### src/common/aes_pkg.sv
////////////////////////////////////////////////////////////
// AES field definitions for GF(2^8) under x^8+x^4+x^3+x+1
// Byte type, reduction and affine constants
// Field helpers: xtime, general multiply and inverse
////////////////////////////////////////////////////////////

package aes_pkg;

   // One field element
   typedef logic [7:0] aes_byte_t;

   // Low byte of the reduction polynomial
   localparam aes_byte_t aes_poly = 8'h1b;

   // Constants added after the affine maps
   localparam aes_byte_t aes_affine_c     = 8'h63;
   localparam aes_byte_t aes_inv_affine_c = 8'h05;

   ////////////////////////////////////////////////////////////
   // Field arithmetic
   ////////////////////////////////////////////////////////////

   // Multiply by x, reduce when the top bit falls out
   function automatic aes_byte_t xtime(input aes_byte_t a);
      aes_byte_t shifted;
      shifted = {a[6:0], 1'b0};
      if (a[7]) begin
         shifted = shifted ^ aes_poly;
      end
      return shifted;
   endfunction

   // Shift-and-add multiply over all eight bits of b
   function automatic aes_byte_t gf_mul(input aes_byte_t a, input aes_byte_t b);
      aes_byte_t acc;
      aes_byte_t term;
      acc  = '0;
      term = a;
      for (int i = 0; i < 8; i++) begin
         // Add the current power of a when b has this bit
         if (b[i]) begin
            acc = acc ^ term;
         end
         term = xtime(term);
      end
      return acc;
   endfunction

   // Inverse as a^254, built from the squares a^2 .. a^128
   // Zero has no inverse and maps to zero
   function automatic aes_byte_t gf_inv(input aes_byte_t a);
      aes_byte_t sq;
      aes_byte_t prod;
      sq   = a;
      prod = 8'h01;
      for (int i = 1; i < 8; i++) begin
         // sq walks through a^(2^i)
         sq   = gf_mul(sq, sq);
         prod = gf_mul(prod, sq);
      end
      return prod;
   endfunction

endpackage

### src/common/zkn_pkg.sv
////////////////////////////////////////////////////////////
// RV32 scalar crypto definitions
// AES32 opcode enum, word and byte-select widths
////////////////////////////////////////////////////////////

package zkn_pkg;

   // Register word width
   localparam int xlen = 32;

   // Byte select field width
   localparam int bs_w = 2;

   // Shift amount is bs scaled by eight
   localparam int shamt_w = bs_w + 3;

   // Opcode bit that marks the decrypt direction
   localparam int op_dec_bit = 1;

   // AES32 word-wise instructions
   // Bit 1 picks the direction, bit 0 adds the column mix
   typedef enum logic [1:0] {
      op_esi  = 2'b00,
      op_esmi = 2'b01,
      op_dsi  = 2'b10,
      op_dsmi = 2'b11
   } aes32_op_e;

endpackage

### src/aes/aes_sbox.sv
////////////////////////////////////////////////////////////
// Forward AES S-box
// Field inverse followed by the forward affine map
////////////////////////////////////////////////////////////

module aes_sbox
   import aes_pkg::*;
(
   input  aes_byte_t in,
   output aes_byte_t out
);

   // Multiplicative inverse of the input
   aes_byte_t inv;

   // Left rotations of the inverse by 1 to 4
   aes_byte_t rot1;
   aes_byte_t rot2;
   aes_byte_t rot3;
   aes_byte_t rot4;

   assign inv = gf_inv(in);

   assign rot1 = {inv[6:0], inv[7]};
   assign rot2 = {inv[5:0], inv[7:6]};
   assign rot3 = {inv[4:0], inv[7:5]};
   assign rot4 = {inv[3:0], inv[7:4]};

   // Affine map, then the constant
   assign out = inv ^ rot1 ^ rot2 ^ rot3 ^ rot4 ^ aes_affine_c;

endmodule

### src/aes/aes_inv_sbox.sv
////////////////////////////////////////////////////////////
// Inverse AES S-box
// Inverse affine map followed by the field inverse
////////////////////////////////////////////////////////////

module aes_inv_sbox
   import aes_pkg::*;
(
   input  aes_byte_t in,
   output aes_byte_t out
);

   // Left rotations of the input by 1, 3 and 6
   aes_byte_t rot1;
   aes_byte_t rot3;
   aes_byte_t rot6;

   // Result of the inverse affine step
   aes_byte_t pre_inv;

   assign rot1 = {in[6:0], in[7]};
   assign rot3 = {in[4:0], in[7:5]};
   assign rot6 = {in[1:0], in[7:2]};

   // Undo the forward affine map first
   assign pre_inv = rot1 ^ rot3 ^ rot6 ^ aes_inv_affine_c;

   // Inverse is its own inverse, so this undoes aes_sbox
   assign out = gf_inv(pre_inv);

endmodule

### src/aes/mixword.sv
////////////////////////////////////////////////////////////
// Forward MixColumns of one 32-bit column
// Byte 0 sits in the low bits
////////////////////////////////////////////////////////////

module mixword
   import aes_pkg::*;
(
   input  logic [31:0] word,
   output logic [31:0] mixed_word
);

   // Column bytes, a0 lowest
   aes_byte_t a0, a1, a2, a3;

   // Products by 2 and by 3
   aes_byte_t x0, x1, x2, x3;

   assign {a3, a2, a1, a0} = word;

   assign x0 = xtime(a0);
   assign x1 = xtime(a1);
   assign x2 = xtime(a2);
   assign x3 = xtime(a3);

   // Rows of the circulant (2 3 1 1); 3a is 2a ^ a
   assign mixed_word[7:0]   = x0 ^ (x1 ^ a1) ^ a2 ^ a3;
   assign mixed_word[15:8]  = a0 ^ x1 ^ (x2 ^ a2) ^ a3;
   assign mixed_word[23:16] = a0 ^ a1 ^ x2 ^ (x3 ^ a3);
   assign mixed_word[31:24] = (x0 ^ a0) ^ a1 ^ a2 ^ x3;

endmodule

### src/aes/inv_mixword.sv
////////////////////////////////////////////////////////////
// Inverse MixColumns of one 32-bit column
// Same byte order as the forward mix
////////////////////////////////////////////////////////////

module inv_mixword
   import aes_pkg::*;
(
   input  logic [31:0] word,
   output logic [31:0] mixed_word
);

   // Column bytes, a0 lowest
   aes_byte_t a0, a1, a2, a3;

   // Row products, one row of the circulant (0e 0b 0d 09) each
   aes_byte_t r0, r1, r2, r3;

   assign {a3, a2, a1, a0} = word;

   assign r0 = gf_mul(a0, 8'h0e) ^ gf_mul(a1, 8'h0b)
             ^ gf_mul(a2, 8'h0d) ^ gf_mul(a3, 8'h09);

   assign r1 = gf_mul(a0, 8'h09) ^ gf_mul(a1, 8'h0e)
             ^ gf_mul(a2, 8'h0b) ^ gf_mul(a3, 8'h0d);

   assign r2 = gf_mul(a0, 8'h0d) ^ gf_mul(a1, 8'h09)
             ^ gf_mul(a2, 8'h0e) ^ gf_mul(a3, 8'h0b);

   assign r3 = gf_mul(a0, 8'h0b) ^ gf_mul(a1, 8'h0d)
             ^ gf_mul(a2, 8'h09) ^ gf_mul(a3, 8'h0e);

   // Repack in column order
   assign mixed_word = {r3, r2, r1, r0};

endmodule

### src/aes/aes32_round.sv
////////////////////////////////////////////////////////////
// AES32 round datapath for esi, esmi, dsi and dsmi
// Byte select, substitute, optional mix, rotate, XOR
// Purely combinational
////////////////////////////////////////////////////////////

module aes32_round
   import zkn_pkg::*;
(
   input  aes32_op_e        op,
   input  logic [bs_w-1:0]  bs,
   input  logic [xlen-1:0]  rs1,
   input  logic [xlen-1:0]  rs2,
   output logic [xlen-1:0]  data_out
);

   // Byte offset in bits
   logic [shamt_w-1:0] shamt;

   // rs2 with the selected byte moved down
   logic [xlen-1:0]    sel_word;
   logic [7:0]         sel_byte;

   // Substitution results
   logic [7:0]         fwd_byte;
   logic [7:0]         inv_byte;
   logic [7:0]         sub_byte;

   // Column and mix results
   logic [xlen-1:0]    column;
   logic [xlen-1:0]    fwd_mixed;
   logic [xlen-1:0]    inv_mixed;
   logic [xlen-1:0]    mix_out;

   // Rotate through a doubled word
   logic [2*xlen-1:0]  rot_wide;
   logic [xlen-1:0]    rotated;

   assign shamt    = {bs, 3'b000};
   assign sel_word = rs2 >> shamt;
   assign sel_byte = sel_word[7:0];

   ////////////////////////////////////////////////////////////
   // Substitute and mix
   ////////////////////////////////////////////////////////////

   // Both boxes see the byte, direction bit picks one
   aes_sbox     u_sbox     (.in(sel_byte), .out(fwd_byte));
   aes_inv_sbox u_inv_sbox (.in(sel_byte), .out(inv_byte));

   assign sub_byte = op[op_dec_bit] ? inv_byte : fwd_byte;

   // Substituted byte in the low lane, zeros above
   assign column = {{(xlen-8){1'b0}}, sub_byte};

   mixword     u_mix     (.word(column), .mixed_word(fwd_mixed));
   inv_mixword u_inv_mix (.word(column), .mixed_word(inv_mixed));

   always_comb begin
      case (op)
         op_esmi: mix_out = fwd_mixed;
         op_dsmi: mix_out = inv_mixed;
         // esi and dsi skip the mix
         default: mix_out = column;
      endcase
   end

   ////////////////////////////////////////////////////////////
   // Rotate back into place and fold into rs1
   ////////////////////////////////////////////////////////////

   // Upper half holds the rotation; zero shift gives the word itself
   assign rot_wide = {mix_out, mix_out} << shamt;
   assign rotated  = rot_wide[2*xlen-1:xlen];

   assign data_out = rs1 ^ rotated;

endmodule

### src/design/aes32_unit.sv
////////////////////////////////////////////////////////////
// AES32 instruction unit top level
// One register stage after the round datapath
// Result strobe one cycle after each request
////////////////////////////////////////////////////////////

module aes32_unit
   import zkn_pkg::*;
(
   input  logic             clk,
   input  logic             arst_n,
   input  logic             op_valid,
   input  aes32_op_e        op,
   input  logic [bs_w-1:0]  bs,
   input  logic [xlen-1:0]  rs1,
   input  logic [xlen-1:0]  rs2,
   output logic [xlen-1:0]  result,
   output logic             result_valid
);

   // Round output, ready in the request cycle
   logic [xlen-1:0] data_out;

   ////////////////////////////////////////////////////////////
   // Datapath
   ////////////////////////////////////////////////////////////

   aes32_round u_round (
      .op       (op),
      .bs       (bs),
      .rs1      (rs1),
      .rs2      (rs2),
      .data_out (data_out)
   );

   ////////////////////////////////////////////////////////////
   // Output stage
   ////////////////////////////////////////////////////////////

   // Capture on request, hold until the next one
   always_ff @(posedge clk or negedge arst_n) begin
      if (!arst_n) begin
         result <= '0;
      end else if (op_valid) begin
         result <= data_out;
      end
   end

   // Strobe follows the request by one cycle
   // No back-pressure, so it never stretches
   always_ff @(posedge clk or negedge arst_n) begin
      if (!arst_n) begin
         result_valid <= 1'b0;
      end else begin
         result_valid <= op_valid;
      end
   end

endmodule

### config.mk
export PLATFORM = sky130hd
export DESIGN_NAME = aes32_unit
export DESIGN_NICKNAME = d
export VERILOG_FILES = /design/src/common/aes_pkg.sv /design/src/common/zkn_pkg.sv /design/src/aes/aes_sbox.sv /design/src/aes/aes_inv_sbox.sv /design/src/aes/mixword.sv /design/src/aes/inv_mixword.sv /design/src/aes/aes32_round.sv /design/src/design/aes32_unit.sv
export SDC_FILE = /design/constraint.sdc
export NUM_CORES = 1
export LEC_CHECK = 0
export BUFFER_PORTS_ARGS = -buffer_cell sky130_fd_sc_hd__buf_2
export CAP_MARGIN = 20
export CORE_ASPECT_RATIO = 0.5
export CORE_MARGIN = 8
export CORE_UTILIZATION = 30
export DETAILED_ROUTE_END_ITERATION = 12
export PLACE_DENSITY_LB_ADDON = 0.3
export SKIP_CTS_REPAIR_TIMING = 1
export SYNTH_ARGS = -nofsm -noshare
export SYNTH_HDL_FRONTEND = slang
export SYNTH_SLANG_ARGS = --single-unit
### constraint.sdc
create_clock -name clk -period 0.8 [get_ports clk]
set_input_delay 0.04 -clock clk [delete_from_list [all_inputs] [get_ports clk]]
set_output_delay 0.04 -clock clk [all_outputs]
set_load 0.1 [all_outputs]
==> flow_summary.yaml, run 1 <==
floorplanning:
  dieArea_um2: 119000
  start_util: 0.301
  fp-row-count: 85
  core-area_um2: 107000
  die_w_um: 479
  die_h_um: 248
  ioPinCount: 104
final_layout:
  antennaDiodeCount: 0
  drive_above_1_share: 0.409
  fill_cells: 10337
  area_delta_synth_final_pct: 54.9
  final_cells: 7129
  seq_area_um2: 865
  postLayoutCoreUtil: 0.466
  layout.nets: 5778
  multi_input_area_um2: 33100
drt:
  postRouteAntennaNets: 0
  drt-pass1-iter-count: 8
  vias_per_cell: 5.18
  drt_first_iter_violations: 4318
  drt_wl_total_um: 139000
  avgRoutedWirePerCell_um: 19.6
  dr_total_vias: 36954
  drc_errors: 0
setup_path:
  criticalPathCategory: "in2reg"
  cp.required_ns: 1.00
  crit_path_max_incr_delay_ns: 0.63
  worstSetupEndpointType: "flop"
  cp_max_fo: 10
  arrival_ns: 15.83
  crit_slowest_cell: "mux4_2"
  crit_top_cell: "buf_4"
  start_kind: "input pin"
clock_tree:
  cts_max_level: 2
  clkSinkCount: 33
  cts_tree: "done"
  cts_buffers: 5
  path_clk_slew_ns: 0.07
  max-clock-path-buffers: 2
  cts_root_buffer: "clkbuf_16"
  clk_latency_ns: 0.31
timing:
  tightest_slew_ns: 0.686
  setup_violations: 65
  slew-limit-headroom: 0.538
  rsz0062_at_grt: "true"
  finalClockSkew_ns: 0
  max_clock_freq_ghz: 0.0640
  min_period_ns: 15.63
  drv_slew: 0
  hold_viol: 0
  min_period_over_period: 19.5
  final.setup.worst_slack_ns: -14.83
  fin_setup_tns_ns: -476.83
synthesis:
  syn-cell-area_um2: 32200
  synth.top_cells.by_area: "xnor2_1 (24%), xnor3_1 (12%), nor2_1 (7.5%)"
  netlist_instances: 4294
  synth_edf_count: 0
  seq_area_frac_synth: 0.0257
  synth-main-ff-cell: "dfrtp_1"
  synth_nets: 4379
  synthArstFlopShare: 1.00
  synth_top_area_share: 0.236
  ys_seq_elements: 33
  yosys.area.top_type: "xnor2_1"
  avgSynthCellArea_um2: 7.49
  yosysWarningCount: 0
  synth_cell_types: 103
global_route:
  grt_max_degree: 34
  grt_pass1_vias: 33385
  overflow: 0
  grt_antenna_before_repair: 0
  grt_usage: 0.218
  grt_pass1_wl_um: 205000
place:
  gp_congestion: 0.964
  io_buffers: 103
  dpl.cell_count: 6995
  hpwl_um: 117000
  post-place-ws_ns: -15.54
min_path:
  hold_path_class: "in2reg"
run_status:
  outcome: "complete, but fails checks"
  violations: "setup timing"
run:
  maxCapViolations: 0
-- final timing paths --
path / startpoint / to / slack [ns] / cells after the start
max in group asynchronous: arst_n / result[18] / 0.33 / 3
hold reg to reg: result[18] / result[18] / 0.53 / 1
setup / recovery: bs[0] / result[17] / -14.83 / 75
min in group asynchronous: arst_n / result[24] / 0.22 / 3
hold / removal: op_valid / result_valid / 0.07 / 2
setup reg to reg: result[20] / result[20] / 0 / 1
-- per-layer routing --
layer | track usage | routed length [um] | vias up
li1 | - | - | 17485
met1 | 0.377 | 72900 | 17575
met2 | 0.244 | 46300 | 1853
met3 | 0.0806 | 19700 | 41
met4 | 0.0114 | 644 | 0
met5 | 0 | 0 | -
-- critical path, delay by kind of cell --
| kind | cells | cell delay [ns] |
|---|---|---|
| xor+xnor | 24 | 6.00 |
| compound gates | 16 | 3.17 |
| buf+inv | 21 | 3.16 |
| mux | 6 | 2.04 |
| simple gates | 6 | 0.81 |
| fa+ha+maj | 2 | 0.51 |
-- metrics by stage --
step / area, um^2 / hold slack [ns]
global route: 49800 / 0.0573
CTS: 46700 / -0.310
floorplan: 33700 / -0.256
detailed placement: 46500 / 0.0306
finish: 49800 / 0.0656
global placement: 46500 / 0.0101
-- cells by family (layout without fill, tap and decap cells) --
| logic type | count (synthesis) | after routing | share of synthesized area |
|---|---|---|---|
| AOI/OAI and AO/OA | 826 | 826 | 0.166 |
| xor gates and xnor gates | 1401 | 1401 | 0.491 |
| adders and majority gates | 17 | 17 | 0.00638 |
| buffers and inverters | 346 | 1745 | 0.0468 |
| DFF | 33 | 33 | 0.0257 |
| muxes | 205 | 206 | 0.0711 |
| and+or+nand+nor | 1466 | 1466 | 0.193 |
-- state kept, by name (all words and copies together) (netlist names) --
name          flops
result           32
result_valid      1
-- layout make-up --
class	instances	area share
sequential	33	0.0174
multi-input combinational	3916	0.665
timing repair buffer	1672	0.273
inverter	65	0.00492
clock buffer	5	0.00251
tap	1435	0.0360
clock inverter	3	0.00131
-- cell usage in the layout, fill, tap and decap left out, drive strengths merged, types with 9 or more instances in the layout --
cell type	count
nand2	464
mux2	62
xnor3	179
a21oi	231
nand3	74
dfrtp	33
o22ai	62
o2111ai	11
a211oi	41
o221ai	13
and2	20
nor2b	33
mux4	11
xor2	277
nand4	12
a22oi	39
xnor2	928
ha	14
xor3	17
mux2i	133
a31oi	37
or3	18
inv	59
nor2	646
o21a	22
buf	1671
o311ai	10
or2	14
and3	26
o21ai	188
o31ai	19
nor3b	9
nand2b	28
a211o	9
a221oi	22
nor3	105
o211ai	28
-- cell usage after synthesis (28+ instances only) --
library cell	n
a211oi_1	40
a21oi_1	229
a22oi_1	39
a31oi_1	36
buf_2	60
clkbuf_1	168
dfrtp_1	33
inv_1	52
mux2_2	60
mux2i_1	130
nand2_1	463
nand2b_1	28
nand3_1	74
nor2_1	643
nor2b_1	33
nor3_1	103
o21ai_0	156
o21ai_1	28
o22ai_1	62
xnor2_1	865
xnor2_2	53
xnor3_1	167
xor2_1	256
Power of run 1 is not shown: default switching activity piles up to over one toggle a cycle in this logic, so the estimate is an artifact.
==> inputs of run 2 (changes only) <==
--- a/config.mk
+++ b/config.mk
@@ -7,7 +7,7 @@
 export LEC_CHECK = 0
 export BUFFER_PORTS_ARGS = -buffer_cell sky130_fd_sc_hd__buf_2
 export CAP_MARGIN = 20
-export CORE_ASPECT_RATIO = 0.5
+export CORE_ASPECT_RATIO = 0.8
 export CORE_MARGIN = 8
 export CORE_UTILIZATION = 30
 export DETAILED_ROUTE_END_ITERATION = 12
==> flow_summary.yaml, run 2 (synthesis results as in run 1) <==
run_status:
  outcome: "complete, but fails checks"
  violations: "setup timing"
setup_path:
  criticalPathCategory: "in2reg"
  crit_slowest_cell: "mux4_2"
  worstSetupEndpointType: "flop"
  start_kind: "input pin"
  arrival_ns: 15.59
  cp.required_ns: 0.96
  cp_max_fo: 10
  crit_path_max_incr_delay_ns: 0.68
  crit_top_cell: "xnor3_2"
floorplanning:
  die_h_um: 309
  fp-row-count: 107
  start_util: 0.302
  ioPinCount: 104
  dieArea_um2: 118000
  core-area_um2: 106000
  die_w_um: 382
timing:
  holdWs_ns: 0.0947
  slew-limit-headroom: 0.522
  min_period_over_period: 19.3
  fin_setup_tns_ns: -468.22
  tightest_slew_ns: 0.713
  final.setup.worst_slack_ns: -14.62
  setup_violations: 65
  rsz0062_at_grt: "true"
  min_period_ns: 15.42
  hold_viol: 0
  finalClockSkew_ns: 0
  max_clock_freq_ghz: 0.0648
  drv_slew: 0
clock_tree:
  cts_root_buffer: "clkbuf_16"
  cts_buffers: 5
  clkSinkCount: 33
  max-clock-path-buffers: 2
  cts_tree: "done"
  clk_latency_ns: 0.28
  cts_max_level: 2
  path_clk_slew_ns: 0.05
global_route:
  grt_max_degree: 36
  grt_usage: 0.189
  grt_pass1_wl_um: 187000
  grt_pass1_vias: 33518
  grt_antenna_before_repair: 1
  overflow: 0
final_layout:
  postLayoutCoreUtil: 0.458
  largest_reg_flops: 32
  final_cell_mix: "buf_4 (1373), xnor2_1 (720), nor2_1 (623)"
  fill_cells: 10362
  drive_above_1_share: 0.401
  area_delta_synth_final_pct: 51.7
  final_common_cell: "buf_4"
  largest-register: "result"
  finish.instance_area_um2: 48800
  layout.nets: 5682
  largestRegisters: "result: 32 flops, result_valid: 1 flops"
drt:
  drt_wl_total_um: 120000
  postRouteAntennaNets: 0
  vias_per_cell: 5.05
  dr_total_vias: 35409
  drt-pass1-iter-count: 5
  drt_first_iter_violations: 3071
  drc_errors: 0
  avgRoutedWirePerCell_um: 17.1
min_path:
  hold_path_class: "in2reg"
run:
  maxCapViolations: 0
place:
  gp_congestion: 0.945
  io_buffers: 103
  hpwl_um: 96000
  place_area_um2: 45600
[run 2: cell type report]
class,count,area (um^2),share of cell area
inverters,65,245,0.00503
diodes,1,2.50,0.0000513
repair buffers,1577,12800,0.262
flip-flops and latches,33,865,0.0177
clock buffers,6,129,0.00264
multi-input cells,3915,33000,0.676
clock inverters,2,10.0,0.000205
well taps,1417,1770,0.0363
[run 2: per-stage QoR]
step	cells	setup slack (ns)
after floorplan	4294	-14.58
after global placement	6880	-15.43
after detailed placement	6880	-15.43
after CTS	6888	-15.20
after global routing	7016	-15.20
final	7016	-14.62
[run 2: critical path, delay by kind of cell]
family / cells / cell delay, ns
and+or+nand+nor: 7 / 1.03
muxes: 4 / 1.84
AOI/OAI and AO/OA: 6 / 0.88
buffers and inverters: 15 / 2.25
xor gates and xnor gates: 35 / 9.52
[run 2: path summary, 6_finish.rpt]
| path | start | to | slack [ns] | cells past startpoint |
|---|---|---|---|---|
| max | bs[0] | result[1] | -14.62 | 67 |
| min in group asynchronous | arst_n | result[9] | 0.24 | 3 |
| max in group asynchronous | arst_n | result[12] | 0.33 | 3 |
| max reg2reg | result[12] | result[12] | -0.12 | 2 |
| min reg2reg | result[15] | result[15] | 0.52 | 1 |
| min | op_valid | result_valid | 0.09 | 2 |
[run 2: per-layer routing]
metal,global-route usage,vias to the layer above,part of all wire
li1,-,17296,-
met1,0.301,16885,0.50
met3,0.0187,90,0.064
met5,0,-,0
met2,0.283,1138,0.42
met4,0.0167,0,0.0086
Power of run 2 is left out for the same reason.
